===== config.mk =====
export PLATFORM = sky130hd
export DESIGN_NAME = decode_stage
export DESIGN_NICKNAME = d
export VERILOG_FILES = /design/src/ctrl_pkg.sv /design/src/alu_mode_decoder.sv /design/src/csr_decoder.sv /design/src/main_decoder.sv /design/src/decode_stage.sv
export SDC_FILE = /design/constraint.sdc
export NUM_CORES = 1
export LEC_CHECK = 0
export BUFFER_PORTS_ARGS = -buffer_cell sky130_fd_sc_hd__buf_2
export CORE_UTILIZATION = 51
export CTS_CLUSTER_DIAMETER = 40
export DETAILED_ROUTE_END_ITERATION = 12
export PLACE_DENSITY = 0.8
export SYNTH_ARGS = -nofsm -noshare
export SYNTH_HDL_FRONTEND = slang
export SYNTH_SLANG_ARGS = --single-unit

===== constraint.sdc =====
create_clock -name clk -period 2.36 [get_ports clk]
set_clock_uncertainty 0.05 [all_clocks]
set_input_delay 0.236 -clock clk [delete_from_list [all_inputs] [get_ports clk]]
set_output_delay 0.236 -clock clk [all_outputs]
set_load 0.02 [all_outputs]

===== src/ctrl_pkg.sv =====
package ctrl_pkg;

    //////////////////////////////////////////////////
    // Instruction fields
    //////////////////////////////////////////////////
    typedef logic [31:0] instr_t;
    typedef logic [2:0]  funct3_t;
    typedef logic [6:0]  funct7_t;
    typedef logic [11:0] csr_sel_t;   // I-type immediate or CSR address

    typedef enum logic [6:0] {
        OP_ARITH_R = 7'b0110011,
        OP_ARITH_I = 7'b0010011,
        OP_BRANCH  = 7'b1100011,
        OP_LOAD    = 7'b0000011,
        OP_STORE   = 7'b0100011,
        OP_JAL     = 7'b1101111,
        OP_JALR    = 7'b1100111,
        OP_AUIPC   = 7'b0010111,
        OP_LUI     = 7'b0110111,
        OP_SYSTEM  = 7'b1110011
    } opcode_t;

    // funct7 groups of the register forms
    localparam funct7_t FUNCT7_BASE   = 7'b0000000;
    localparam funct7_t FUNCT7_ALT    = 7'b0100000;  // sub, sra, xnor, orn, andn
    localparam funct7_t FUNCT7_SHADD  = 7'b0010000;
    localparam funct7_t FUNCT7_MINMAX = 7'b0000101;
    localparam funct7_t FUNCT7_ROT    = 7'b0110000;
    localparam funct7_t FUNCT7_MULDIV = 7'b0000001;

    localparam csr_sel_t EBREAK_IMM = 12'h001;

    //////////////////////////////////////////////////
    // Compute unit modes
    //////////////////////////////////////////////////
    typedef enum logic [7:0] {
        CCU_SUB    = 8'h00, CCU_ADD    = 8'h01, CCU_AND    = 8'h02,
        CCU_OR     = 8'h03, CCU_XOR    = 8'h04,
        CCU_RMV    = 8'h05, CCU_LMV    = 8'h06, CCU_ARMV   = 8'h07,  // Shifts
        CCU_SLTS   = 8'h08, CCU_SLTUS  = 8'h09,
        CCU_ANDN   = 8'h10, CCU_MAX    = 8'h11, CCU_MAXU   = 8'h12,
        CCU_MIN    = 8'h13, CCU_MINU   = 8'h14, CCU_ORN    = 8'h15,
        CCU_SH1ADD = 8'h16, CCU_SH2ADD = 8'h17, CCU_SH3ADD = 8'h18,
        CCU_XNOR   = 8'h19,
        CCU_CLZ    = 8'h34, CCU_CPOP   = 8'h35, CCU_CTZ    = 8'h36,  // Bit unit
        CCU_ROL    = 8'h37, CCU_ROR    = 8'h38, CCU_RORI   = 8'h3A,
        CCU_MUL    = 8'h40, CCU_MULH   = 8'h41, CCU_MULHSU = 8'h42,  // M unit
        CCU_MULHU  = 8'h43, CCU_DIV    = 8'h44, CCU_DIVU   = 8'h45,
        CCU_REM    = 8'h46, CCU_REMU   = 8'h47
    } ccu_mode_t;

    typedef enum logic [3:0] {
        JMP_NPC  = 4'h0, JMP_OFFPC = 4'h1,
        JMP_NEQ  = 4'h2, JMP_EQ    = 4'h3,
        JMP_SLT  = 4'h4, JMP_ULT   = 4'h5,
        JMP_SGT  = 4'h6, JMP_UGT   = 4'h7,
        JMP_JALR = 4'h8
    } jump_ctrl_t;

    typedef enum logic [2:0] {
        DMU_WORD   = 3'h0,
        DMU_HALF   = 3'h1,
        DMU_HALF_U = 3'h2,
        DMU_BYTE   = 3'h3,
        DMU_BYTE_U = 3'h4
    } dmu_mode_t;

    typedef enum logic [2:0] {SR1_REG = 3'h0, SR1_PC = 3'h1, SR1_CSR = 3'h2,
                              SR1_ZERO = 3'h3} sr1_sel_t;
    typedef enum logic [2:0] {SR2_REG = 3'h0, SR2_IMM = 3'h1, SR2_CSR = 3'h2,
                              SR2_ZERO = 3'h3} sr2_sel_t;
    typedef enum logic [2:0] {RF_CCU = 3'h0, RF_PCP4 = 3'h1, RF_DMU = 3'h2,
                              RF_CSR = 3'h3, RF_ZERO = 3'h6} rf_wb_sel_t;

    //////////////////////////////////////////////////
    // Control bundles
    //////////////////////////////////////////////////
    typedef struct packed {
        sr1_sel_t   sr1_sel;
        sr2_sel_t   sr2_sel;
        rf_wb_sel_t rf_wb_sel;
        logic       ccu_ans_sel;   // Picks the M unit result
        ccu_mode_t  ccu_mode;
        logic       rfi_we;
        dmu_mode_t  dmu_mode;
        logic       dm_we;
        logic       dm_rd;
        logic       csr_we;
        jump_ctrl_t jump_ctrl;
        logic       ebreak;
    } ctrl_t;

    typedef struct packed {
        ccu_mode_t ccu_mode;
        logic      ccu_ans_sel;
    } mode_t;

    // Starting point of every decode
    localparam ctrl_t CTRL_DEFAULT = '{
        sr1_sel:     SR1_ZERO,
        sr2_sel:     SR2_ZERO,
        rf_wb_sel:   RF_ZERO,
        ccu_ans_sel: 1'b0,
        ccu_mode:    CCU_ADD,
        rfi_we:      1'b0,
        dmu_mode:    DMU_WORD,
        dm_we:       1'b0,
        dm_rd:       1'b0,
        csr_we:      1'b0,
        jump_ctrl:   JMP_NPC,
        ebreak:      1'b0
    };

endpackage


===== src/alu_mode_decoder.sv =====
`timescale 1ns/1ps

module alu_mode_decoder (
    input  ctrl_pkg::instr_t instr,
    input  logic             is_imm,   // Immediate form, set by the opcode
    output ctrl_pkg::mode_t  mode
);
    import ctrl_pkg::*;

    funct3_t funct3;
    funct7_t funct7;

    assign funct3 = instr[14:12];
    assign funct7 = instr[31:25];

    always_comb begin
        mode.ccu_mode    = CCU_ADD;
        mode.ccu_ans_sel = 1'b0;

        if (is_imm) begin
            //////////////////////////////////////////////////
            // Immediate forms
            //////////////////////////////////////////////////
            case (funct3)
                3'b000: mode.ccu_mode = CCU_ADD;
                3'b010: mode.ccu_mode = CCU_SLTS;
                3'b011: mode.ccu_mode = CCU_SLTUS;
                3'b100: mode.ccu_mode = CCU_XOR;
                3'b110: mode.ccu_mode = CCU_OR;
                3'b111: mode.ccu_mode = CCU_AND;
                3'b001: begin
                    if (funct7 == FUNCT7_BASE) begin
                        mode.ccu_mode = CCU_LMV;   // slli
                    end else if (funct7 == FUNCT7_ROT) begin
                        case (instr[24:20])   // Count ops keyed by rs2
                            5'b00000: mode.ccu_mode = CCU_CLZ;
                            5'b00001: mode.ccu_mode = CCU_CTZ;
                            5'b00010: mode.ccu_mode = CCU_CPOP;
                            default:  mode.ccu_mode = CCU_ADD;
                        endcase
                    end
                end
                3'b101: begin
                    case (funct7)
                        FUNCT7_BASE, FUNCT7_ALT: begin
                            mode.ccu_mode = instr[30] ? CCU_ARMV : CCU_RMV;   // srai / srli
                        end
                        FUNCT7_ROT: mode.ccu_mode = CCU_RORI;
                        default:    mode.ccu_mode = CCU_ADD;
                    endcase
                end
                default: mode.ccu_mode = CCU_ADD;
            endcase
        end else begin
            //////////////////////////////////////////////////
            // Register forms
            //////////////////////////////////////////////////
            case (funct7)
                FUNCT7_BASE: begin
                    case (funct3)
                        3'b000: mode.ccu_mode = CCU_ADD;
                        3'b001: mode.ccu_mode = CCU_LMV;
                        3'b010: mode.ccu_mode = CCU_SLTS;
                        3'b011: mode.ccu_mode = CCU_SLTUS;
                        3'b100: mode.ccu_mode = CCU_XOR;
                        3'b101: mode.ccu_mode = CCU_RMV;
                        3'b110: mode.ccu_mode = CCU_OR;
                        3'b111: mode.ccu_mode = CCU_AND;
                    endcase
                end
                FUNCT7_ALT: begin
                    case (funct3)
                        3'b000:  mode.ccu_mode = CCU_SUB;
                        3'b100:  mode.ccu_mode = CCU_XNOR;
                        3'b101:  mode.ccu_mode = CCU_ARMV;
                        3'b110:  mode.ccu_mode = CCU_ORN;
                        3'b111:  mode.ccu_mode = CCU_ANDN;
                        default: mode.ccu_mode = CCU_ADD;
                    endcase
                end
                FUNCT7_SHADD: begin
                    case (funct3)
                        3'b010:  mode.ccu_mode = CCU_SH1ADD;
                        3'b100:  mode.ccu_mode = CCU_SH2ADD;
                        3'b110:  mode.ccu_mode = CCU_SH3ADD;
                        default: mode.ccu_mode = CCU_ADD;
                    endcase
                end
                FUNCT7_MINMAX: begin
                    case (funct3)
                        3'b100:  mode.ccu_mode = CCU_MIN;
                        3'b101:  mode.ccu_mode = CCU_MINU;
                        3'b110:  mode.ccu_mode = CCU_MAX;
                        3'b111:  mode.ccu_mode = CCU_MAXU;
                        default: mode.ccu_mode = CCU_ADD;
                    endcase
                end
                FUNCT7_ROT: begin
                    case (funct3)
                        3'b001:  mode.ccu_mode = CCU_ROL;
                        3'b101:  mode.ccu_mode = CCU_ROR;
                        default: mode.ccu_mode = CCU_ADD;
                    endcase
                end
                FUNCT7_MULDIV: begin
                    mode.ccu_ans_sel = 1'b1;   // Result from the M unit
                    case (funct3)
                        3'b000: mode.ccu_mode = CCU_MUL;
                        3'b001: mode.ccu_mode = CCU_MULH;
                        3'b010: mode.ccu_mode = CCU_MULHSU;
                        3'b011: mode.ccu_mode = CCU_MULHU;
                        3'b100: mode.ccu_mode = CCU_DIV;
                        3'b101: mode.ccu_mode = CCU_DIVU;
                        3'b110: mode.ccu_mode = CCU_REM;
                        3'b111: mode.ccu_mode = CCU_REMU;
                    endcase
                end
                default: mode.ccu_mode = CCU_ADD;
            endcase
        end

        // Answer mux must never pick the M unit for another mode
        assert (!mode.ccu_ans_sel || mode.ccu_mode inside {[CCU_MUL:CCU_REMU]})
            else $error("ccu_ans_sel set for mode %h", mode.ccu_mode);
    end

endmodule


===== src/csr_decoder.sv =====
`timescale 1ns/1ps

module csr_decoder (
    input  ctrl_pkg::instr_t instr,
    output ctrl_pkg::ctrl_t  csr_ctrl
);
    import ctrl_pkg::*;

    funct3_t  funct3;
    csr_sel_t csr_sel;

    assign funct3  = instr[14:12];
    assign csr_sel = instr[31:20];

    always_comb begin
        csr_ctrl        = CTRL_DEFAULT;
        csr_ctrl.csr_we = 1'b1;

        if (csr_sel == EBREAK_IMM && instr[19:7] == '0) begin
            csr_ctrl.ebreak = 1'b1;   // Sources left at ZERO
        end else begin
            case (funct3)
                3'b001: begin   // csrrw
                    csr_ctrl.sr1_sel = SR1_REG;
                    csr_ctrl.sr2_sel = SR2_ZERO;
                end
                3'b010: begin   // csrrs
                    csr_ctrl.sr1_sel  = SR1_REG;
                    csr_ctrl.sr2_sel  = SR2_CSR;
                    csr_ctrl.ccu_mode = CCU_OR;
                end
                3'b011: begin   // csrrc
                    csr_ctrl.sr1_sel  = SR1_REG;
                    csr_ctrl.sr2_sel  = SR2_CSR;
                    csr_ctrl.ccu_mode = CCU_AND;
                end
                3'b101: begin   // csrrwi
                    csr_ctrl.sr1_sel = SR1_ZERO;
                    csr_ctrl.sr2_sel = SR2_IMM;
                end
                3'b110: begin   // csrrsi
                    csr_ctrl.sr1_sel  = SR1_CSR;
                    csr_ctrl.sr2_sel  = SR2_IMM;
                    csr_ctrl.ccu_mode = CCU_OR;
                end
                3'b111: begin   // csrrci
                    csr_ctrl.sr1_sel  = SR1_CSR;
                    csr_ctrl.sr2_sel  = SR2_IMM;
                    csr_ctrl.ccu_mode = CCU_AND;
                end
                default: csr_ctrl.ccu_mode = CCU_ADD;
            endcase
        end

        assert (!csr_ctrl.ebreak ||
                (csr_ctrl.sr1_sel == SR1_ZERO && csr_ctrl.sr2_sel == SR2_ZERO))
            else $error("ebreak with live operand sources");
    end

endmodule


===== src/main_decoder.sv =====
`timescale 1ns/1ps

module main_decoder (
    input  ctrl_pkg::instr_t instr,
    output ctrl_pkg::ctrl_t  ctrl,
    output logic             error
);
    import ctrl_pkg::*;

    opcode_t opcode;
    funct3_t funct3;
    logic    is_imm;
    mode_t   alu_mode;
    ctrl_t   csr_ctrl;

    assign opcode = opcode_t'(instr[6:0]);
    assign funct3 = instr[14:12];
    assign is_imm = (opcode == OP_ARITH_I);

    alu_mode_decoder u_alu_mode (
        .instr  (instr),
        .is_imm (is_imm),
        .mode   (alu_mode)
    );

    csr_decoder u_csr (
        .instr    (instr),
        .csr_ctrl (csr_ctrl)
    );

    //////////////////////////////////////////////////
    // Opcode dispatch
    //////////////////////////////////////////////////
    always_comb begin
        ctrl  = CTRL_DEFAULT;
        error = 1'b0;

        case (opcode)
            OP_ARITH_R, OP_ARITH_I: begin
                ctrl.sr1_sel     = SR1_REG;
                ctrl.sr2_sel     = is_imm ? SR2_IMM : SR2_REG;
                ctrl.rf_wb_sel   = RF_CCU;
                ctrl.rfi_we      = 1'b1;
                ctrl.ccu_mode    = alu_mode.ccu_mode;
                ctrl.ccu_ans_sel = alu_mode.ccu_ans_sel;
            end
            OP_BRANCH: begin
                ctrl.sr1_sel  = SR1_REG;
                ctrl.sr2_sel  = SR2_REG;
                ctrl.ccu_mode = CCU_SUB;   // Compare by subtraction
                case (funct3)
                    3'b001:  ctrl.jump_ctrl = JMP_NEQ;
                    3'b100:  ctrl.jump_ctrl = JMP_SLT;
                    3'b101:  ctrl.jump_ctrl = JMP_SGT;   // bge
                    3'b110:  ctrl.jump_ctrl = JMP_ULT;
                    3'b111:  ctrl.jump_ctrl = JMP_UGT;   // bgeu
                    default: ctrl.jump_ctrl = JMP_EQ;
                endcase
            end
            OP_LOAD: begin
                ctrl.sr1_sel   = SR1_REG;
                ctrl.sr2_sel   = SR2_IMM;
                ctrl.rf_wb_sel = RF_DMU;
                ctrl.rfi_we    = 1'b1;
                ctrl.dm_rd     = 1'b1;
                case (funct3)
                    3'b000:  ctrl.dmu_mode = DMU_BYTE;
                    3'b001:  ctrl.dmu_mode = DMU_HALF;
                    3'b100:  ctrl.dmu_mode = DMU_BYTE_U;
                    3'b101:  ctrl.dmu_mode = DMU_HALF_U;
                    default: ctrl.dmu_mode = DMU_WORD;
                endcase
            end
            OP_STORE: begin
                ctrl.sr1_sel = SR1_REG;
                ctrl.sr2_sel = SR2_IMM;
                ctrl.dm_we   = 1'b1;
            end
            OP_JAL: begin
                ctrl.rf_wb_sel = RF_PCP4;   // Link address
                ctrl.rfi_we    = 1'b1;
                ctrl.jump_ctrl = JMP_OFFPC;
            end
            OP_JALR: begin
                ctrl.sr1_sel   = SR1_REG;
                ctrl.sr2_sel   = SR2_IMM;
                ctrl.rf_wb_sel = RF_PCP4;
                ctrl.rfi_we    = 1'b1;
                ctrl.jump_ctrl = JMP_JALR;
            end
            OP_AUIPC, OP_LUI: begin
                ctrl.sr1_sel   = (opcode == OP_AUIPC) ? SR1_PC : SR1_ZERO;
                ctrl.sr2_sel   = SR2_IMM;
                ctrl.rf_wb_sel = RF_CCU;
                ctrl.rfi_we    = 1'b1;
            end
            OP_SYSTEM: begin
                ctrl.sr1_sel   = csr_ctrl.sr1_sel;
                ctrl.sr2_sel   = csr_ctrl.sr2_sel;
                ctrl.ccu_mode  = csr_ctrl.ccu_mode;
                ctrl.csr_we    = csr_ctrl.csr_we;
                ctrl.ebreak    = csr_ctrl.ebreak;
                ctrl.rf_wb_sel = RF_CSR;   // Old CSR value to rd
                ctrl.rfi_we    = 1'b1;
            end
            default: error = 1'b1;
        endcase

        // Rejected instruction must not touch any state
        assert (!error || !(ctrl.rfi_we || ctrl.dm_we || ctrl.dm_rd || ctrl.csr_we))
            else $error("error raised with a write or read enable set");
    end

endmodule


===== src/decode_stage.sv =====
`timescale 1ns/1ps

module decode_stage (
    input  logic             clk,
    input  logic             reset,
    input  ctrl_pkg::instr_t instr,
    input  logic             instr_valid,
    output ctrl_pkg::ctrl_t  ctrl,
    output logic             ctrl_valid,
    output logic             error
);
    import ctrl_pkg::*;

    ctrl_t dec_ctrl;
    logic  dec_error;

    main_decoder u_main_decoder (
        .instr (instr),
        .ctrl  (dec_ctrl),
        .error (dec_error)
    );

    //////////////////////////////////////////////////
    // Output register
    //////////////////////////////////////////////////
    always_ff @(posedge clk) begin
        if (reset) begin
            ctrl       <= CTRL_DEFAULT;
            error      <= 1'b0;
            ctrl_valid <= 1'b0;
        end else begin
            ctrl_valid <= instr_valid;
            if (instr_valid) begin   // Hold last bundle while idle
                ctrl  <= dec_ctrl;
                error <= dec_error;
            end
        end
    end

    // One cycle from a sampled instruction to its valid output
    assert property (@(posedge clk) disable iff (reset)
                     !$past(reset) |-> ctrl_valid == $past(instr_valid))
        else $error("ctrl_valid does not follow instr_valid");

endmodule


======== Word level (Yosys, flattened, before mapping) ========
Memory sizes are Yosys's and may differ from the RTL's.
Index checks and enable logic that the tools add are counted.
cells by class
  $add $sub $neg .......................... 0
  $mul .................................... 0
  divide/modulo/power cells ............... 0
  order comparisons ....................... 0
  eq/ne operators ......................... 25
  shift-type cells ........................ 0
  muxes and demuxes ....................... 35
  bitwise gates (word level) .............. 0
  reduce and logical (&&, ||, !) cells .... 17
operator list
  operator                                                           count
  8-bit case mux with 8 select lines                                 1
  8-bit case mux with 6 select lines                                 1
  5-bit case mux with 4 select lines                                 2
  7-bit by 6-bit == test with 1-bit output (second input constant)   5
  6-bit case mux with 5 select lines                                 1
  7-bit == test (second input constant)                              4
  5-bit case mux with 5 select lines                                 1
  3-bit case mux with 4 select lines                                 2
  6-bit case mux with 2 select lines                                 2
  8-bit case mux with 3 select lines                                 1
  7-bit by 5-bit == test with 1-bit output (second input constant)   3
  6-bit case mux with 3 select lines                                 1
  2-bit OR reduction                                                 8
  3-bit case mux with 5 select lines                                 1
  5-bit case mux with 3 select lines                                 1
  13-bit zero test                                                   1
  12-bit by 1-bit == test with 1-bit output (second input constant)  1
  3-bit == test (second input constant)                              4
  6-bit 2-to-1 mux                                                   2
  4-bit case mux with 3 select lines                                 1
  1-bit 2-to-1 mux                                                   11
  10-bit OR reduction                                                1
  8-bit 2-to-1 mux                                                   1
  8-bit OR reduction                                                 1
  17 further kinds                                                   20
word-level totals
  flip-flop bits (word level) ............. 32
  bits in latches ......................... 0
  RAM bits ................................ 0
  bits in read-only memories .............. 56
  input bits .............................. 35
  word-level logic and storage cells ...... 93
  memories kept ........................... 2
memories
  memory            words  bits a word  read ports  clocked after memory_dff  write ports  RTL line                 text
  (name not given)  8      4            1           0                         0            alu_mode_decoder.sv:60   case (funct3)
  (name not given)  8      3            1           0                         0            alu_mode_decoder.sv:107  case (funct3)

======== Logic depth before layout (Yosys ltp) ========
  depth in word-level cells ............... 7
  gate-level depth with buffers ........... 8
  depth with buffers taken out ............ 7

======== By module ========
Synthesis repeated with hierarchy kept, for this count alone.
second synthesis, totals
  cells, all modules ...................... 360
  area, all modules ....................... 2777.7 sq um
by module, submodules not included
  module            instances  cells each  area an instance (sq um)
  decode_stage      1          102         1162.4
  alu_mode_decoder  1          117         774.5
  main_decoder      1          99          554.3
  csr_decoder       1          42          286.5

======== Worst setup path after synthesis ========
OpenSTA, ideal clock, no wires.
  path kind ............................... input -> register
  from .................................... in instr[12]
  to ...................................... reg ctrl[15] (netlist name)
  arrival time ............................ 1.618 ns
  slack ................................... 0.575 ns
  stages on the path ...................... 6
  path buffers ............................ 0
  path through ............................ ha_1 > or2_2 > o31ai_1 > nor2_1 > a32o_1 > a22o_1
between the ends
  longest elaborated chain between the ends .. 5
  elaborated cells on any way between the ends .. 16
ends and longest elaborated chain
  what                                                              RTL line                                        text
  from (decl)                                                       decode_stage.sv:6                               input ctrl_pkg::instr_t instr,
  3-bit == test, or another cell as far along                       alu_mode_decoder.sv:24, alu_mode_decoder.sv:72
  5-bit case mux with 5 select lines, or another cell as far along  alu_mode_decoder.sv:72                          case (funct3)
  8-bit case mux with 6 select lines                                alu_mode_decoder.sv:58                          case (funct7)
  8-bit 2-to-1 mux *                                                alu_mode_decoder.sv:20                          if (is_imm) begin
  8-bit case mux with 3 select lines *                              main_decoder.sv:38                              case (opcode)
  to (signal assigned)                                              decode_stage.sv:34                              ctrl <= dec_ctrl;
  to (decl)                                                         decode_stage.sv:8                               output ctrl_pkg::ctrl_t ctrl,
Mark *: on every way between the ends. The rest lies on a longest branch, timed or not. The select of a mux whose other input is x is not followed.
A chain may end at the register's enable or synchronous reset.

======== Final worst setup path ========
  from .................................... in instr[12]
  to ...................................... reg ctrl[12] (netlist name)
between the ends
  longest elaborated chain between the ends .. 5
  elaborated cells on any way between the ends .. 24
ends and longest elaborated chain
  what                                                                                      RTL line
  3-bit == test, or another cell as far along                                               -
  5-bit case mux with 5 select lines, or another cell as far along                          alu_mode_decoder.sv:72
  8-bit case mux with 6 select lines or 2-bit case mux with 2 select lines (tied branches)  alu_mode_decoder.sv:58, csr_decoder.sv:22
  8-bit 2-to-1 mux or 2-bit 2-to-1 mux (tied branches)                                      alu_mode_decoder.sv:20, csr_decoder.sv:19
  8-bit case mux with 3 select lines *                                                      main_decoder.sv:38
Marked as above.

==> results <==
- The summed instance area of the synthesized netlist is 2130 um^2.
- Clock tree synthesis inserted a total of 5 buffers.
- 0 antenna diodes ended up in the layout.
- The share of flip-flops with an asynchronous set or reset after synthesis is 0.
- For this design the ratio of total power to cell area is 446 nW/um^2.
- The residual DRC count is 0.
- Clock-pin slew was measured on the worst setup and hold paths at 60 ps.
- The residual overflow from global routing is 0.
- In the finished design, the share of the clock period the worst path needs comes to 0.816.
- The full die area is 4430 um^2.
- Post-CTS timing repair inserted 0 buffers for setup.
- The number of H-tree levels is 2.
- The number of antenna violations at the first check in global routing was 0.
- The final count of pins violating max slew is 0.
- The per-cell routed wire length is 15.0 um.
- The number of synthesized register bits is 29.
- The pin count of the biggest net entering global routing is 33.
- Of the total synthesized cell area, the portion taken by AND, OR, NAND and NOR gates is 0.306.
- Measured along the x axis, the die boundary spans 66.6 um.
- The flow ran to the end, and the final reports show no timing, DRC or antenna violations.
- The number of clock sinks is 29.
- The via count normalized by instance count is 5.99.
- The number of global-route vias before repair is 1,936.
- Detailed placement finished with a half-perimeter wire length of 4.44 mm.
- The mean cell area of the mapped netlist is 7.54 um^2.
- The first detailed-routing pass took 5 iterations.
- STA classifies the critical path startpoint as an input pin.
- The worst hold path belongs to the class in2reg.
- The number of vias after detailed routing is 2,341.
- In this run, post-CTS hold repair placed 0 buffers.
- The worst slew margin relative to its limit is 0.640.
- The compound-gate portion of the synthesized area is 0.274.
- Once placement completed, the tool counted placed cells totaling 383.
- After floorplanning, the core was divided into 23 placement rows.
- The critical path is of the in2reg type.
- The count of cells in the finished layout, fillers not included, comes to 391.
- The maximum clock frequency is 0.519 GHz.
- The largest fanout on the critical path is 9.
- The largest vdd supply drop is 328 uV.
- The data arrival time of the critical path is 2060 ps.
- Of the total synthesized cell area, the portion taken by XOR and XNOR cells is 0.00824.
- The initial DRC count is 224.
- In the final layout, the share of cells above drive strength 1 is 0.261.
- During placement, the flow inserted port buffers numbering 63.
- The final layout net count is 383.
- The floorplan step set the die height to 66.6 um.
- For this run, the total global-route usage over all layers was measured as 0.275.
- The synthesized design contains 0 enable-type register cells.
- For this design the top-level I/O count stands at 67.
- The fraction of synthesized area in multiplexers is 0.00941.
- The routability congestion estimate is 0.957.
- The number of distinct library cell variants in the gate-level netlist after synthesis is 65.
- Across the run, the number of max-cap violations was 0.
- Summed over all cells, the static leakage comes to 1.05 nW.
- The final count of hold timing violations was 0.
- The tightest hold path in the finished design has a slack of 279 ps.
- For this configuration, the core starts out at a cell density of 0.532.
- The final setup violation count is 0.
- For the pin with the worst max-slew slack, the measured transition is 533 ps.
- Setup repair after global routing left no endpoint under its margin.
- The endpoint class of the critical path is a register.
- The clock network latency to the later pin of the worst-skew pair is 280 ps.
- The TritonCTS clock tree is built.
- For this run, the leading register cell type out of synthesis is dfxtp_1.
- The root buffer cell chosen for the clock tree is clkbuf_8.
- The sum of negative setup slack is 0 ps.
- Of the total synthesized cell area, the portion taken by full adders, half adders and majority gates is 0.0471.
- STA puts the critical path data required time at 2490 ps.
- The first global-routing pass estimated 9.29 mm of wire.
- The detail route stage leaves a number of antenna-violating nets equal to 0.
- Fill cells in the final layout number 350.
- Counting along the longest clock path gives a buffer depth of 2.
- The post-CTS resize count is 0.
- The sequential-to-total area share from yosys stat is 0.273.
- The dominant combinational cell family by area after synthesis is simple AND/OR/NAND/NOR gates.
- Subtracting the final worst setup slack from the clock period gives 1930 ps.
- The area overhead of the layout relative to synthesis is 19.1%.
- The total area inside the core boundary comes to 4000 um^2.
- Wires add up to 5.88 mm.
- After technology mapping, the gate count stands at 282.
- The count of warnings emitted by yosys is 0.
[stage by stage]
step,power (mW),setup WS (ps),utilization,cell area (um^2)
floorplan,0.670,575,-,2130
global placement,0.744,231,0.612,2450
detailed placement,0.745,177,0.612,2450
CTS,1.13,474,0.633,2530
global route,1.19,311,0.633,2530
finish,1.13,434,0.633,2530
[kinds of logic after synthesis]
kind of cell | count (synthesis)
compound gates | 87
xor+xnor | 2
fa+ha+maj | 8
buf+inv | 32
flops | 29
mux | 2
other cells | 1
simple gates | 121
[metal layers]
| metal | up-vias | share of wire | GRT usage |
|---|---|---|---|
| met4 | 0 | 0 | 0.0426 |
| met5 | - | 0 | 0 |
| met2 | 122 | 0.45 | 0.432 |
| li1 | 1159 | - | - |
| met3 | 0 | 0.079 | 0.0462 |
| met1 | 1060 | 0.47 | 0.394 |
[critical path, stage by stage]
cell      delay (ps)
buf_2            170
inv_1            120
ha_1             230
or2_2            330
o31ai_1          390
nor2_1           130
nor4bb_1         150
o32ai_1          290
[final timing paths]
path                   from  endpoint  slack [ps]  cells past startpoint
setup reg to reg   ctrl[14]  ctrl[14]        1470                      4
hold reg to reg    ctrl[11]  ctrl[11]         400                      1
setup / recovery  instr[12]  ctrl[12]         430                      8
hold / removal     instr[3]   ctrl[4]         280                      4
[state kept, by name (all words and copies together), names as in the netlist]
| register | count |
|---|---|
| ctrl | 27 |
| ctrl_valid | 1 |
| error | 1 |
[power breakdown]
part           internal (mW)  total, mW  switching, mW
logic                 0.0868      0.237          0.150
clock network          0.203      0.391          0.188
registers              0.498      0.502        0.00353
total                  0.788       1.13          0.342
[cells in the mapped netlist, types with 7 or more instances]
master,n,area (um^2)
a21oi_1,27,135
nor3_1,12,60.1
inv_1,7,26.3
dfxtp_1,29,581
nor2_1,24,90.1
nand3_1,12,60.1
nand2_1,27,101
clkbuf_1,10,37.5
a31oi_1,9,56.3
nor2b_1,8,50.1
ha_1,8,100
o21ai_0,9,45.0
[cell usage in the layout, fill, tap and decap left out, types with 5 or more instances in the layout]
cell type,Yosys,layout
nor4_1,5,5
clkbuf_8,1,5
nor2_1,24,24
a21oi_1,27,27
nor3_1,12,12
buf_4,4,10
nor2b_1,8,8
buf_2,5,63
o21ai_0,9,9
dfxtp_1,29,29
nand3_1,12,12
ha_1,8,8
inv_1,7,7
a31oi_1,9,9
nand2_1,27,27
[cell type report]
class | instances | area [um^2] | area share
inverters | 8 | 30.0 | 0.0119
repair buffers | 73 | 390 | 0.154
well taps | 50 | 62.6 | 0.0247
clock buffers | 5 | 68.8 | 0.0272
flip-flops and latches | 29 | 581 | 0.229
clock inverters | 3 | 17.5 | 0.00691
multi-input cells | 223 | 1380 | 0.546
Power figures use the tool's default switching activity.
